## src/rtl/cpuPkg.sv

```systemverilog
/* Shared widths, instruction field positions, opcode, ALU and branch codes,
   and the payload structs carried between the pipeline stages */
package cpuPkg;

	localparam int dataWidth = 16;
	localparam int regCount = 8;

	typedef logic [dataWidth-1:0] wordT;
	typedef logic [2:0] regIdxT;

	// instruction word fields
	localparam int opMsb = 15;
	localparam int opLsb = 11;
	localparam int rsMsb = 10;
	localparam int rsLsb = 8;
	localparam int rtMsb = 7;
	localparam int rtLsb = 5;
	localparam int rdRMsb = 4;
	localparam int rdRLsb = 2;
	localparam int fnMsb = 1;
	localparam int fnLsb = 0;
	localparam int rdIMsb = 7;
	localparam int rdILsb = 5;

	// immediate widths, all starting at bit 0
	localparam int immIWidth = 5;
	localparam int immBWidth = 8;
	localparam int immJWidth = 11;

	typedef enum logic [4:0] {
		opHalt  = 5'b00000,
		opNop   = 5'b00001,
		opJ     = 5'b00100,
		opAddi  = 5'b01000,
		opSubi  = 5'b01001,
		opXori  = 5'b01010,
		opAndni = 5'b01011,
		opBeqz  = 5'b01100,
		opBnez  = 5'b01101,
		opLbi   = 5'b11000,
		opArith = 5'b11011
	} opcodeT;

	// function field of the R-type arithmetic group
	localparam logic [1:0] fnAdd = 2'b00;
	localparam logic [1:0] fnSub = 2'b01;
	localparam logic [1:0] fnXor = 2'b10;
	localparam logic [1:0] fnAndn = 2'b11;

	// bubble word, opcode NOP with zero operands
	localparam wordT nopWord = {opNop, 11'b0};

	// aluSub computes b - a, i.e. Rt - Rs or imm - Rs
	typedef enum logic [2:0] {
		aluAdd,
		aluSub,
		aluXor,
		aluAndNot,
		aluPassB
	} aluOpT;

	typedef enum logic [1:0] {
		brNone,
		brIfZero,
		brIfNonZero,
		brAlways
	} brCondT;

	typedef struct packed {
		logic valid;
		wordT instr;
		wordT pcNext;
	} ifIdT;

	typedef struct packed {
		logic valid;
		logic isHalt;
		logic regWrite;
		aluOpT aluOp;
		logic useImm;
		brCondT brCond;
		regIdxT rs;
		regIdxT rt;
		regIdxT rd;
		wordT opA;
		wordT opB;
		wordT imm;
		wordT pcNext;
	} idExT;

	typedef struct packed {
		logic valid;
		logic isHalt;
		logic regWrite;
		regIdxT rd;
		wordT result;
	} exWbT;

	typedef struct packed {
		logic take;
		wordT target;
	} redirectT;

endpackage

```

## src/rtl/fetchUnit.sv

```systemverilog
`timescale 1ns/100ps
/* Program counter with redirect and halt hold, and the fetch/decode register */
module fetchUnit #(
	parameter cpuPkg::wordT resetPc = '0
) (
	input logic clk,
	input logic arstN,
	input cpuPkg::wordT instr,
	output cpuPkg::wordT instrAddr,
	input cpuPkg::redirectT redirect,
	input logic haltSeen,
	output cpuPkg::ifIdT ifId
);

	cpuPkg::wordT pc;
	cpuPkg::wordT pcPlus2;
	cpuPkg::wordT pcNext;
	cpuPkg::ifIdT ifIdNext;
	logic stopped;
	logic hold;

	assign instrAddr = pc;
	assign pcPlus2 = pc + cpuPkg::wordT'(2);
	assign hold = stopped | haltSeen;

	// redirect wins over the halt hold
	always_comb begin
		if (redirect.take)
			pcNext = redirect.target;
		else if (hold)
			pcNext = pc;
		else
			pcNext = pcPlus2;
	end

	// slot is a bubble when flushed or once halted
	always_comb begin
		ifIdNext.valid = ~(redirect.take | hold);
		ifIdNext.instr = ifIdNext.valid ? instr : cpuPkg::nopWord;
		ifIdNext.pcNext = pcPlus2;
	end

	always_ff @(posedge clk or negedge arstN) begin
		if (!arstN) begin
			pc <= resetPc;
			stopped <= 1'b0;
			ifId <= '{valid: 1'b0, instr: cpuPkg::nopWord, pcNext: '0};
		end else begin
			pc <= pcNext;
			ifId <= ifIdNext;
			if (redirect.take)
				stopped <= 1'b0;
			else if (haltSeen)
				stopped <= 1'b1;
		end
	end

endmodule

```

## src/rtl/decodeUnit.sv

```systemverilog
`timescale 1ns/100ps
/* Opcode decode, immediate extension and the decode/execute register */
module decodeUnit (
	input logic clk,
	input logic arstN,
	input cpuPkg::ifIdT ifId,
	input logic flush,
	output cpuPkg::regIdxT rs,
	output cpuPkg::regIdxT rt,
	input cpuPkg::wordT rdA,
	input cpuPkg::wordT rdB,
	output logic haltSeen,
	output cpuPkg::idExT idEx
);

	cpuPkg::opcodeT opcode;
	logic [1:0] fn;
	cpuPkg::wordT immI;
	cpuPkg::wordT immIZero;
	cpuPkg::wordT immB;
	cpuPkg::wordT immJ;
	cpuPkg::idExT idExNext;

	assign opcode = cpuPkg::opcodeT'(ifId.instr[cpuPkg::opMsb:cpuPkg::opLsb]);
	assign fn = ifId.instr[cpuPkg::fnMsb:cpuPkg::fnLsb];
	assign rs = ifId.instr[cpuPkg::rsMsb:cpuPkg::rsLsb];
	assign rt = ifId.instr[cpuPkg::rtMsb:cpuPkg::rtLsb];

	assign haltSeen = ifId.valid && (opcode == cpuPkg::opHalt);

	// sign extend except for the logic immediates
	assign immI = cpuPkg::wordT'($signed(ifId.instr[cpuPkg::immIWidth-1:0]));
	assign immIZero = cpuPkg::wordT'(ifId.instr[cpuPkg::immIWidth-1:0]);
	assign immB = cpuPkg::wordT'($signed(ifId.instr[cpuPkg::immBWidth-1:0]));
	assign immJ = cpuPkg::wordT'($signed(ifId.instr[cpuPkg::immJWidth-1:0]));

	always_comb begin
		idExNext = '0;
		idExNext.valid = ifId.valid;
		idExNext.aluOp = cpuPkg::aluAdd;
		idExNext.brCond = cpuPkg::brNone;
		idExNext.rs = rs;
		idExNext.rt = rt;
		idExNext.rd = ifId.instr[cpuPkg::rdIMsb:cpuPkg::rdILsb];
		idExNext.opA = rdA;
		idExNext.opB = rdB;
		idExNext.pcNext = ifId.pcNext;

		case (opcode)
			cpuPkg::opHalt: begin
				idExNext.isHalt = 1'b1;
			end
			cpuPkg::opAddi, cpuPkg::opSubi: begin
				idExNext.regWrite = 1'b1;
				idExNext.useImm = 1'b1;
				idExNext.imm = immI;
				if (opcode == cpuPkg::opSubi)
					idExNext.aluOp = cpuPkg::aluSub;
			end
			cpuPkg::opXori, cpuPkg::opAndni: begin
				idExNext.regWrite = 1'b1;
				idExNext.useImm = 1'b1;
				idExNext.imm = immIZero;
				if (opcode == cpuPkg::opXori)
					idExNext.aluOp = cpuPkg::aluXor;
				else
					idExNext.aluOp = cpuPkg::aluAndNot;
			end
			cpuPkg::opArith: begin
				idExNext.regWrite = 1'b1;
				idExNext.rd = ifId.instr[cpuPkg::rdRMsb:cpuPkg::rdRLsb];
				case (fn)
					cpuPkg::fnAdd: idExNext.aluOp = cpuPkg::aluAdd;
					cpuPkg::fnSub: idExNext.aluOp = cpuPkg::aluSub;
					cpuPkg::fnXor: idExNext.aluOp = cpuPkg::aluXor;
					default: idExNext.aluOp = cpuPkg::aluAndNot;
				endcase
			end
			cpuPkg::opBeqz: begin
				idExNext.brCond = cpuPkg::brIfZero;
				idExNext.imm = immB;
			end
			cpuPkg::opBnez: begin
				idExNext.brCond = cpuPkg::brIfNonZero;
				idExNext.imm = immB;
			end
			cpuPkg::opLbi: begin
				// LBI targets the register in the rs field
				idExNext.regWrite = 1'b1;
				idExNext.rd = rs;
				idExNext.useImm = 1'b1;
				idExNext.imm = immB;
				idExNext.aluOp = cpuPkg::aluPassB;
			end
			cpuPkg::opJ: begin
				idExNext.brCond = cpuPkg::brAlways;
				idExNext.imm = immJ;
			end
			// NOP and unknown opcodes do nothing
			default: begin
			end
		endcase
	end

	always_ff @(posedge clk or negedge arstN) begin
		if (!arstN)
			idEx <= '0;
		else if (flush || !ifId.valid)
			idEx <= '0;
		else
			idEx <= idExNext;
	end

endmodule

```

## src/rtl/regFile.sv

```systemverilog
`timescale 1ns/100ps
/* Eight-entry register file, two read ports, one write port, write bypass */
module regFile (
	input logic clk,
	input logic arstN,
	input cpuPkg::regIdxT rs,
	input cpuPkg::regIdxT rt,
	output cpuPkg::wordT rdA,
	output cpuPkg::wordT rdB,
	input logic wrEn,
	input cpuPkg::regIdxT wrReg,
	input cpuPkg::wordT wrData
);

	cpuPkg::wordT regs [cpuPkg::regCount];

	always_ff @(posedge clk or negedge arstN) begin
		if (!arstN) begin
			for (int i = 0; i < cpuPkg::regCount; i++)
				regs[i] <= '0;
		end else if (wrEn) begin
			regs[wrReg] <= wrData;
		end
	end

	// same-cycle write shows up on the read ports
	assign rdA = (wrEn && (wrReg == rs)) ? wrData : regs[rs];
	assign rdB = (wrEn && (wrReg == rt)) ? wrData : regs[rt];

endmodule

```

## src/rtl/executeUnit.sv

```systemverilog
`timescale 1ns/100ps
/* Operand forwarding, ALU, branch and jump resolution,
   execute/writeback register and the halted flag */
module executeUnit (
	input logic clk,
	input logic arstN,
	input cpuPkg::idExT idEx,
	output cpuPkg::redirectT redirect,
	output logic flush,
	output cpuPkg::exWbT exWb,
	output logic halted
);

	cpuPkg::wordT srcA;
	cpuPkg::wordT srcB;
	cpuPkg::wordT aluB;
	cpuPkg::wordT result;
	logic fwdA;
	logic fwdB;
	logic isZero;
	logic take;
	logic haltSticky;

	// older instruction in writeback overrides the decode-time read
	assign fwdA = exWb.valid && exWb.regWrite && (exWb.rd == idEx.rs);
	assign fwdB = exWb.valid && exWb.regWrite && (exWb.rd == idEx.rt);
	assign srcA = fwdA ? exWb.result : idEx.opA;
	assign srcB = fwdB ? exWb.result : idEx.opB;
	assign aluB = idEx.useImm ? idEx.imm : srcB;

	always_comb begin
		case (idEx.aluOp)
			cpuPkg::aluAdd: result = srcA + aluB;
			cpuPkg::aluSub: result = aluB - srcA;
			cpuPkg::aluXor: result = srcA ^ aluB;
			cpuPkg::aluAndNot: result = srcA & ~aluB;
			default: result = aluB;
		endcase
	end

	// branches test the forwarded rs value
	assign isZero = (srcA == '0);

	always_comb begin
		case (idEx.brCond)
			cpuPkg::brIfZero: take = idEx.valid & isZero;
			cpuPkg::brIfNonZero: take = idEx.valid & ~isZero;
			cpuPkg::brAlways: take = idEx.valid;
			default: take = 1'b0;
		endcase
	end

	assign redirect.take = take;
	assign redirect.target = idEx.pcNext + idEx.imm;
	assign flush = take;

	always_ff @(posedge clk or negedge arstN) begin
		if (!arstN) begin
			exWb <= '0;
		end else begin
			exWb.valid <= idEx.valid;
			exWb.isHalt <= idEx.valid & idEx.isHalt;
			exWb.regWrite <= idEx.valid & idEx.regWrite;
			exWb.rd <= idEx.rd;
			exWb.result <= result;
		end
	end

	// stays set until reset
	always_ff @(posedge clk or negedge arstN) begin
		if (!arstN)
			haltSticky <= 1'b0;
		else if (exWb.valid && exWb.isHalt)
			haltSticky <= 1'b1;
	end

	assign halted = exWb.isHalt | haltSticky;

endmodule

```

## src/rtl/cpuCore.sv

```systemverilog
`timescale 1ns/100ps
/* Four-stage core top: fetch, decode with register file, execute,
   writeback port and halt status */
module cpuCore #(
	parameter cpuPkg::wordT resetPc = '0
) (
	input logic clk,
	input logic arstN,
	output cpuPkg::wordT instrAddr,
	input cpuPkg::wordT instr,
	output logic wbEn,
	output cpuPkg::regIdxT wbReg,
	output cpuPkg::wordT wbData,
	output logic halted
);

	cpuPkg::ifIdT ifId;
	cpuPkg::idExT idEx;
	cpuPkg::exWbT exWb;
	cpuPkg::redirectT redirect;
	logic flush;
	logic haltSeen;
	cpuPkg::regIdxT rs;
	cpuPkg::regIdxT rt;
	cpuPkg::wordT rdA;
	cpuPkg::wordT rdB;

	fetchUnit #(
		.resetPc(resetPc)
	) fetchStage (
		.clk(clk),
		.arstN(arstN),
		.instr(instr),
		.instrAddr(instrAddr),
		.redirect(redirect),
		.haltSeen(haltSeen),
		.ifId(ifId)
	);

	decodeUnit decodeStage (
		.clk(clk),
		.arstN(arstN),
		.ifId(ifId),
		.flush(flush),
		.rs(rs),
		.rt(rt),
		.rdA(rdA),
		.rdB(rdB),
		.haltSeen(haltSeen),
		.idEx(idEx)
	);

	regFile regs (
		.clk(clk),
		.arstN(arstN),
		.rs(rs),
		.rt(rt),
		.rdA(rdA),
		.rdB(rdB),
		.wrEn(wbEn),
		.wrReg(wbReg),
		.wrData(wbData)
	);

	executeUnit executeStage (
		.clk(clk),
		.arstN(arstN),
		.idEx(idEx),
		.redirect(redirect),
		.flush(flush),
		.exWb(exWb),
		.halted(halted)
	);

	// writeback is the register file write of this cycle
	assign wbEn = exWb.valid & exWb.regWrite;
	assign wbReg = exWb.rd;
	assign wbData = exWb.result;

endmodule

```

## config.mk

```make
export PLATFORM = sky130hd
export DESIGN_NAME = cpuCore
export DESIGN_NICKNAME = d
export VERILOG_FILES = /design/src/rtl/cpuPkg.sv /design/src/rtl/fetchUnit.sv /design/src/rtl/decodeUnit.sv /design/src/rtl/regFile.sv /design/src/rtl/executeUnit.sv /design/src/rtl/cpuCore.sv
export SDC_FILE = /design/constraint.sdc
export NUM_CORES = 1
export LEC_CHECK = 0
export ABC_AREA = 1
export BUFFER_PORTS_ARGS = -buffer_cell sky130_fd_sc_hd__buf_2
export CAP_MARGIN = 30
export CORE_ASPECT_RATIO = 0.75
export CORE_MARGIN = 4
export CORE_UTILIZATION = 45
export CTS_CLUSTER_SIZE = 8
export DETAILED_ROUTE_END_ITERATION = 12
export GPL_TIMING_DRIVEN = 0
export PLACE_DENSITY = 0.6
export REMOVE_ABC_BUFFERS = 1
export SYNTH_ARGS = -nofsm -noshare
export SYNTH_HDL_FRONTEND = slang
export SYNTH_SLANG_ARGS = --single-unit
```

## constraint.sdc

```tcl
create_clock -name clk -period 5.1 [get_ports clk]
set_clock_uncertainty 0.05 [all_clocks]
set_input_delay 1.02 -clock clk [delete_from_list [all_inputs] [get_ports clk]]
set_output_delay 1.02 -clock clk [all_outputs]
set_load 0.02 [all_outputs]
```

Word-level counts from Yosys, hierarchy flattened

Index checks and enable logic that the tools add are counted.

Flip-flop bits (word level): 283
Output and inout port bits: 37
Logic and storage cells: 128

Add/subtract/negate cells: 4
Order comparisons: 4
Equality and inequality tests: 22
Mux-type cells: 31
Bitwise operators: 16
Reductions and logical operators: 19

Operators by type and width:

| kind                    | number |
|---|---|
| $mux W16                | 13 |
| $bwmux W128             | 1 |
| $pmux W16 S4            | 2 |
| $bmux W16 S3            | 2 |
| $mux W82                | 1 |
| $demux W16 S3           | 1 |
| $add A16 B16 Y16        | 2 |
| $eq A5 B4 Y1 const B    | 6 |
| $add A16 B2 Y16 const B | 1 |
| $and A16 B16 Y16        | 1 |
| $logic_not A16 Y1       | 1 |
| $not A16 Y16            | 1 |
| $pmux W4 S4             | 1 |
| $sub A16 B16 Y16        | 1 |
| $xor A16 B16 Y16        | 1 |
| $eq A3 B3 Y1            | 4 |
| $ge A4 B4 Y1 const B    | 3 |
| $not A3 Y4              | 3 |
| $pmux W2 S3             | 2 |
| $eq A5 B5 Y1 const B    | 2 |
| $logic_and A1 B1 Y1     | 8 |
| $eq A2 B2 Y1 const B    | 3 |
| $eq A3 B2 Y1 const B    | 2 |
| $mux W1                 | 6 |
| other kinds (19)        | 28 |

Depth between registers and ports, before layout

Gate-level depths: netlist of run 1.

Depth after elaboration: 9
Mapped depth: 26
Gate-level depth less buffers: 24

Hierarchy

Synthesis of run 1 repeated with hierarchy kept, for this count alone.

Cells, all modules: 2336
Area, all modules: 16849.9 um2

By module, submodules not included:

| module      | instances | cells an instance | area an instance (um2) | sequential area each (um2) |
|---|---|---|---|---|
| regFile     | 1         | 1198              | 7762.4                 | 3203.1 |
| executeUnit | 1         | 599               | 4062.6                 | 575.6 |
| decodeUnit  | 1         | 299               | 2884.0                 | 1926.8 |
| fetchUnit   | 1         | 238               | 2133.3                 | 1252.5 |
| cpuCore     | 1         | 2                 | 7.5                    | 0.0 |

Worst setup path after synthesis of run 1

No wires, ideal clock.

Kind: register to register
Start point: reg, netlist name executeStage.exWb[18]
End point: reg, netlist name executeStage.exWb[12]
Data arrival time: 3366 ps
Required time: 4912 ps
Setup slack: 1545 ps
Cell stages (with the launch flop): 23
Buffers on the path: 2
Clock period less this slack: 3555 ps
Cells stage by stage: dfrtp_1 buf_4 nand2_1 nand2_1 nor2_4 nand2_2 buf_2 o21ai_0 inv_1 nor3_1 or2_2 xor2_1 ha_1 a21oi_1 nand2_1 nand2_1 o211ai_1 nand3_1 nand2_1 a31o_2 or2_2 nand3_1 o211ai_1

Cells in the longest elaborated chain, start to end: 7

Ends and longest elaborated chain:

| element                                                                  | line              | source |
|---|---|---|
| parallel branches: the longest is 6 deep, another holds $sub A16 B16 Y16 | --                |  |
| $pmux W16 S4 *                                                           | executeUnit.sv:32 | `case (idEx.aluOp)` |
| via executeStage.result[12]                                              | executeUnit.sv:17 | `cpuPkg::wordT result;` |

Mark *: on every way through the listed nets, which the timed path passes.
A chain may end at the register's enable or synchronous reset.

Worst setup path in the final report of run 1

Start point: reg, netlist name executeStage.exWb[17]
End point: reg, netlist name executeStage.exWb[12]

Cells in the longest elaborated chain, start to end: 7

Ends and longest elaborated chain:

| element                                                                  | line |
|---|---|
| parallel branches: the longest is 6 deep, another holds $sub A16 B16 Y16 | -- |
| $pmux W16 S4 *                                                           | executeUnit.sv:32 |
| via executeStage.result[12]                                              | executeUnit.sv:17 |

Marked as above.

==> results.toml, run 1 <==
[outcome]
outcome = "complete, no violations"

[placement]
dp.cells = 2330
gp_congestion = 0.931
io_buffers = 54
place_area_mm2 = 0.0161
post-dp-hpwl_um = 31500

[timing]
period_share_pct = 93.1
rsz0062_at_grt = "no"
fmax_ghz = 0.211
period_needed_ps = 4750
final_max_slew_viol_count = 0
hold_violations = 0
relSlewSlack_pct = 31.2
worst_pin_slew_ps = 1030
setup_viol = 0

[worst_setup_path]
end_kind = "register"
start_kind = "register"
arrival_ps = 5080
required_ps = 5430
critPathKind = "register to register"
r2r_slack_ps = 350
cp_max_fo = 21

[final_layout]
fin_nets = 1993
multiInputGateArea_mm2 = 0.00720
seqCellArea_mm2 = 0.00696
final_common_cell = "nand2_1"
most-common-layout-cells = "370 x nand2_1, 275 x dfrtp_1, 270 x o21ai_0"
nFillCells = 3178
drive_gt1_share_pct = 8.33
fin_area_mm2 = 0.0172
diodes = 0
fin_cells = 2382
areaGrowthSynthToFinish_pct = 11.6

[logic_synthesis]
synth_cell_type_count = 47
synth_compound_area_share_pct = 19.7
synth-simple-area-share_pct = 19.8
synth_top_family_by_area = "simple AND/OR/NAND/NOR gates"
yosys_warnings = 0
synth_fa_ha_area_share_pct = 4.41
yosysSeqAreaShare_pct = 45.2
muxShareOfSynthArea_pct = 0
synth.avg_cell_area_um2 = 7.93
syn-cell-area_mm2 = 0.0154
synth_xor_area_share_pct = 2.56
postSynthCellCount = 1942
ys_seq_elements = 278

[drt]
wire_per_inst_um = 20.2
wl_met2_um = 19200
wl_met1_um = 22700
wirelength_um = 48000
wl_met3_um = 4820
top_layer = "met4"
drt-initial-drc-count = 1700
viasPerCell = 5.81
drc = 0
ant_nets = 0
num_vias = 13800
firstDrtPassIters = 5

[pwr]
p_per_area_mw_per_mm2 = 588
p_leak_nw = 8.24
peakVddDrop_mv = 0.364

[min_path]
holdCritPathClass = "register to register"

[clocking]
cts_hold_buf = 0
cts_tree = "built"
htreeDepth = 2
insertion_delay_ps = 540
root_buffer = "clkbuf_16"
cts.sinks = 278
clk_pin_slew_ps = 50
cts_buffer_depth = 3
cts_buffers = 40

[global_routing]
antenna_found_initial = 0
gr-total-overflow = 0
grt_pass1_vias = 13100
grt_use_total_pct = 25.3
grt_pass1_wl_um = 74700
grt_max_degree = 120

[floorplan]
top_level_ports = 55
die_x_um = 222
placementRows = 58
die_y_um = 168
die-area_mm2 = 0.0373
fp.coreArea_mm2 = 0.0336
start_util_pct = 45.8

[job]
cap_violations = 0
path summary, 6_finish.rpt:
path	startpoint	to	depth (start not counted)
worst max-delay path	executeStage.exWb[17]	executeStage.exWb[12]	21
worst min-delay path	decodeStage.idEx[65]	executeStage.exWb[17]	0
worst max register to register	executeStage.exWb[17]	executeStage.exWb[12]	21
worst min register to register	decodeStage.idEx[65]	executeStage.exWb[17]	0
max in group asynchronous	arstN	fetchStage.ifId[21]	2
min in group asynchronous	arstN	regs.regs[76]	1
per-layer routing:
layer  vias to the layer above  track usage (%)
met2                       691             35.2
met5                         -                0
li1                       6452                -
met3                       126             5.96
met1                      6562             39.0
met4                         0             7.92
where the power goes:
group | internal (mW) | leakage (nW) | switching, mW
combinational | 1.62 | 3.95 | 2.83
sequential | 2.77 | 3.76 | 0.506
clock | 1.42 | 0.522 | 0.962
total | 5.81 | 8.24 | 4.30
state kept, by name (all words and copies together) (netlist names):
signal	cells
fetchStage.ifId	33
decodeStage.idEx	77
regs.regs	128
executeStage.haltSticky	1
fetchStage.stopped	1
fetchStage.instrAddr	16
executeStage.exWb	22
per-stage QoR:
stage               setup TNS [ps]  worst slack (ps)  hold slack (ps)  utilization [%]  power [mW]
finish                           0               349              298             51.1        10.1
CTS                              0              60.7              297             51.1        10.1
global route                     0              85.0              309             51.1        10.8
detailed placement            -232              -140              286             47.9        7.65
global placement           -678220             -2290              283             46.3        7.48
floorplan                        0              1220              281                -        6.27
final cells by class:
type / count / share of cell area [%]
clock buffer: 50 / 6.10
tap: 450 / 3.28
timing repair buffer: 73 / 4.34
sequential: 278 / 40.5
multi-input combinational: 1360 / 41.9
clock inverter: 2 / 0.146
inverter: 169 / 3.69
timing repair:
action,in CTS,in global routing
gates cloned,0,0
pin swaps,0,0
resized for setup,1,2
buffers inserted,0,0
endpoints found under the setup margin,2,8
cells by family after synthesis:
| family | after synthesis |
|---|---|
| xor+xnor | 45 |
| fa+ha+maj | 53 |
| simple gates | 745 |
| flops | 278 |
| compound gates | 517 |
| buf+inv | 304 |
worst max-delay path, cell delays in order (launching register included):
cell and delay (ps):
dfrtp_1 640, inv_2 120, nand2_1 80, nand2_1 80
nor2_4 410, nand2_4 310, o21ai_0 310, inv_1 130
nor3_2 380, or2_2 190, xor2_1 150, ha_1 300
a21oi_1 160, nand2_1 120, nand2_1 90, o211ai_1 140
nand3_1 110, nand2_1 130, a31o_2 240, or2_2 270
nand3_1 80, o211ai_1 80
Yosys cell counts, drive strengths merged:
library cell	count	area (µm²)
a211oi	2	15.0
o221ai	46	403
nand3	76	385
xnor2	8	70.1
nand2	385	1490
dfstp	1	26.3
a21boi	3	26.3
or2	10	62.6
fa	2	40.0
o311ai	1	8.76
nor3	16	80.1
a22oi	4	30.0
a31o	1	8.76
nand4	10	62.6
a221oi	12	105
ha	51	638
dfrtp	277	6930
xor2	37	324
o21bai	1	7.51
o31ai	1	7.51
nor3b	1	7.51
nand3b	3	22.5
a21o	1	7.51
a31oi	22	138
o2111ai	4	35.0
o21ai	271	1360
o211ai	23	173
inv	165	619
o21a	2	15.0
buf	49	332
clkinv	4	15.0
a32o	12	120
nor2	244	936
a21oi	98	490
clkbuf	86	323
o22ai	13	81.3
Power figures use the tool's default switching activity.
==> inputs of run 2 (changes only) <==
- CORE_MARGIN: 4 -> 1
- clock period: 5.1 -> 4.7 ns (I/O delays scaled with it)
==> results.toml, run 2 (synthesis results as in run 1) <==
[global_routing]
grt_use_total_pct = 27.2
grt_max_degree = 78
antenna_found_initial = 0
grt_pass1_wl_um = 73900
gr-total-overflow = 0
grt_pass1_vias = 13000

[pwr]
p_seq_share_pct = 32.3
p_comb_share_pct = 43.6
p_leak_nw = 8.28
fin_total_pwr_mw = 11.0
peakVddDrop_mv = 0.302
switchingPower_mw = 4.65
switching_share_pct = 42.3
clockPowerShare_pct = 24.1
power.internal_mw = 6.34
p_per_area_mw_per_mm2 = 636

[worst_setup_path]
required_ps = 5050
critical_path.max_stage_delay_ps = 690
crit_buf_inv = 2
arrival_ps = 4680
cp_slowest_cell = "nand2_1"
cp_max_fo = 23
critPathKind = "register to register"
start_kind = "register"
path_delay_family = "simple AND/OR/NAND/NOR gates"
end_kind = "register"
crit_chain = "inv_1 > nor2_1 > nor2_1 > nand2_1 > clkinv_1 > o211ai_1 > nand2_1 > ha_1 > nand2_1 > nor2_1 > a211oi_1 > nand3_1 > or2_2 > nand3_1 > o2111ai_1"

[floorplan]
die_x_um = 216
placementRows = 58
die_y_um = 162
fp.coreArea_mm2 = 0.0336
start_util_pct = 45.8
die-area_mm2 = 0.0350
top_level_ports = 55

[placement]
post-dp-hpwl_um = 31500
dp.cells = 2331
place_area_mm2 = 0.0161
io_buffers = 54
gp_congestion = 0.919

[drt]
num_vias = 13700
firstDrtPassIters = 6
ant_nets = 0
drc = 0
wirelength_um = 46800
viasPerCell = 5.74
drt-initial-drc-count = 1544
wire_per_inst_um = 19.6

[timing]
relSlewSlack_pct = 28.6
worst_pin_slew_ps = 1060
hold_violations = 0
fmax_ghz = 0.231
setup_viol = 0
period_needed_ps = 4330
period_share_pct = 92.2
rsz0062_at_grt = "no"
final_max_slew_viol_count = 0

[clocking]
htreeDepth = 2
cts_tree = "built"
cts_buffers = 40
clk_pin_slew_ps = 50
root_buffer = "clkbuf_16"
cts_buffer_depth = 3
insertion_delay_ps = 550
cts_hold_buf = 0
cts.sinks = 278

[final_layout]
areaGrowthSynthToFinish_pct = 12.2
fin_area_mm2 = 0.0173
final_common_cell = "nand2_1"
fin_nets = 1999
fin_cells = 2391
reg_top3 = "regs.regs: 128 flops, decodeStage.idEx: 77 flops, fetchStage.ifId: 33 flops"
diodes = 0
top_register = "regs.regs"
drive_gt1_share_pct = 8.55
largest_reg_flops = 128
most-common-layout-cells = "372 x nand2_1, 274 x dfrtp_1, 270 x o21ai_0"

[outcome]
outcome = "complete, no violations"

[job]
cap_violations = 0

[min_path]
holdCritPathClass = "input port to asynchronous set/reset pin"
run 2: power by group through the flow:
stage                     logic [mW]  clock network, mW  registers, mW
after detailed placement        4.67                  0           3.56
after floorplan                 3.27                  0           3.53
after CTS                       4.70               2.71           3.53
after global placement          4.44                  0           3.64
after global routing            5.38               2.81           3.62
final                           4.79               2.65           3.55
run 2: layer usage:
| metal | wire length (µm) | global-route usage [%] | up-vias | share of wire (%) |
|---|---|---|---|---|
| li1 | - | - | 6473 | - |
| met5 | 0 | 0 | - | 0 |
| met4 | 1250 | 9.16 | 0 | 2.7 |
| met3 | 4360 | 5.77 | 104 | 9.3 |
| met1 | 22400 | 41.4 | 6511 | 48 |
| met2 | 18900 | 37.8 | 645 | 40 |
run 2: what timing repair did:
item	4_1_cts	5_1_grt
pin swaps	0	2
gates resized for setup	4	1
setup buffers	0	4
setup endpoints to repair	84	8
gates cloned	0	0
run 2: cell type report:
cell class	instances	area, µm²
Tap cell	450	563
Inverter	169	634
Sequential cell	278	6960
Multi-Input combinational cell	1360	7210
Fill cell	3200	16300
Clock inverter	2	40.0
Timing Repair Buffer	79	785
Clock buffer	53	1070
run 2: through the flow:
step | setup TNS [ps] | worst slack [ps] | util [%] | hold slack [ps]
2_1_floorplan | 0 | 816 | - | 281
3_3_place_gp | -768390 | -2590 | 46.3 | 283
3_5_place_dp | -13470 | -528 | 47.9 | 290
4_1_cts | 0 | 30.1 | 51.3 | 276
5_1_grt | 0 | 54.3 | 51.4 | 303
6_report | 0 | 366 | 51.4 | 265
run 2: path summary, 6_finish.rpt:
path | start | to | slack (ps) | cells past startpoint
max | executeStage.exWb[16] | executeStage.exWb[11] | 370 | 15
min in group clk | decodeStage.idEx[64] | executeStage.exWb[16] | 300 | 0
min reg2reg | decodeStage.idEx[64] | executeStage.exWb[16] | 300 | 0
max in group asynchronous | arstN | fetchStage.ifId[27] | 3180 | 3
max reg2reg | executeStage.exWb[16] | executeStage.exWb[11] | 370 | 15
min | arstN | regs.regs[109] | 270 | 1
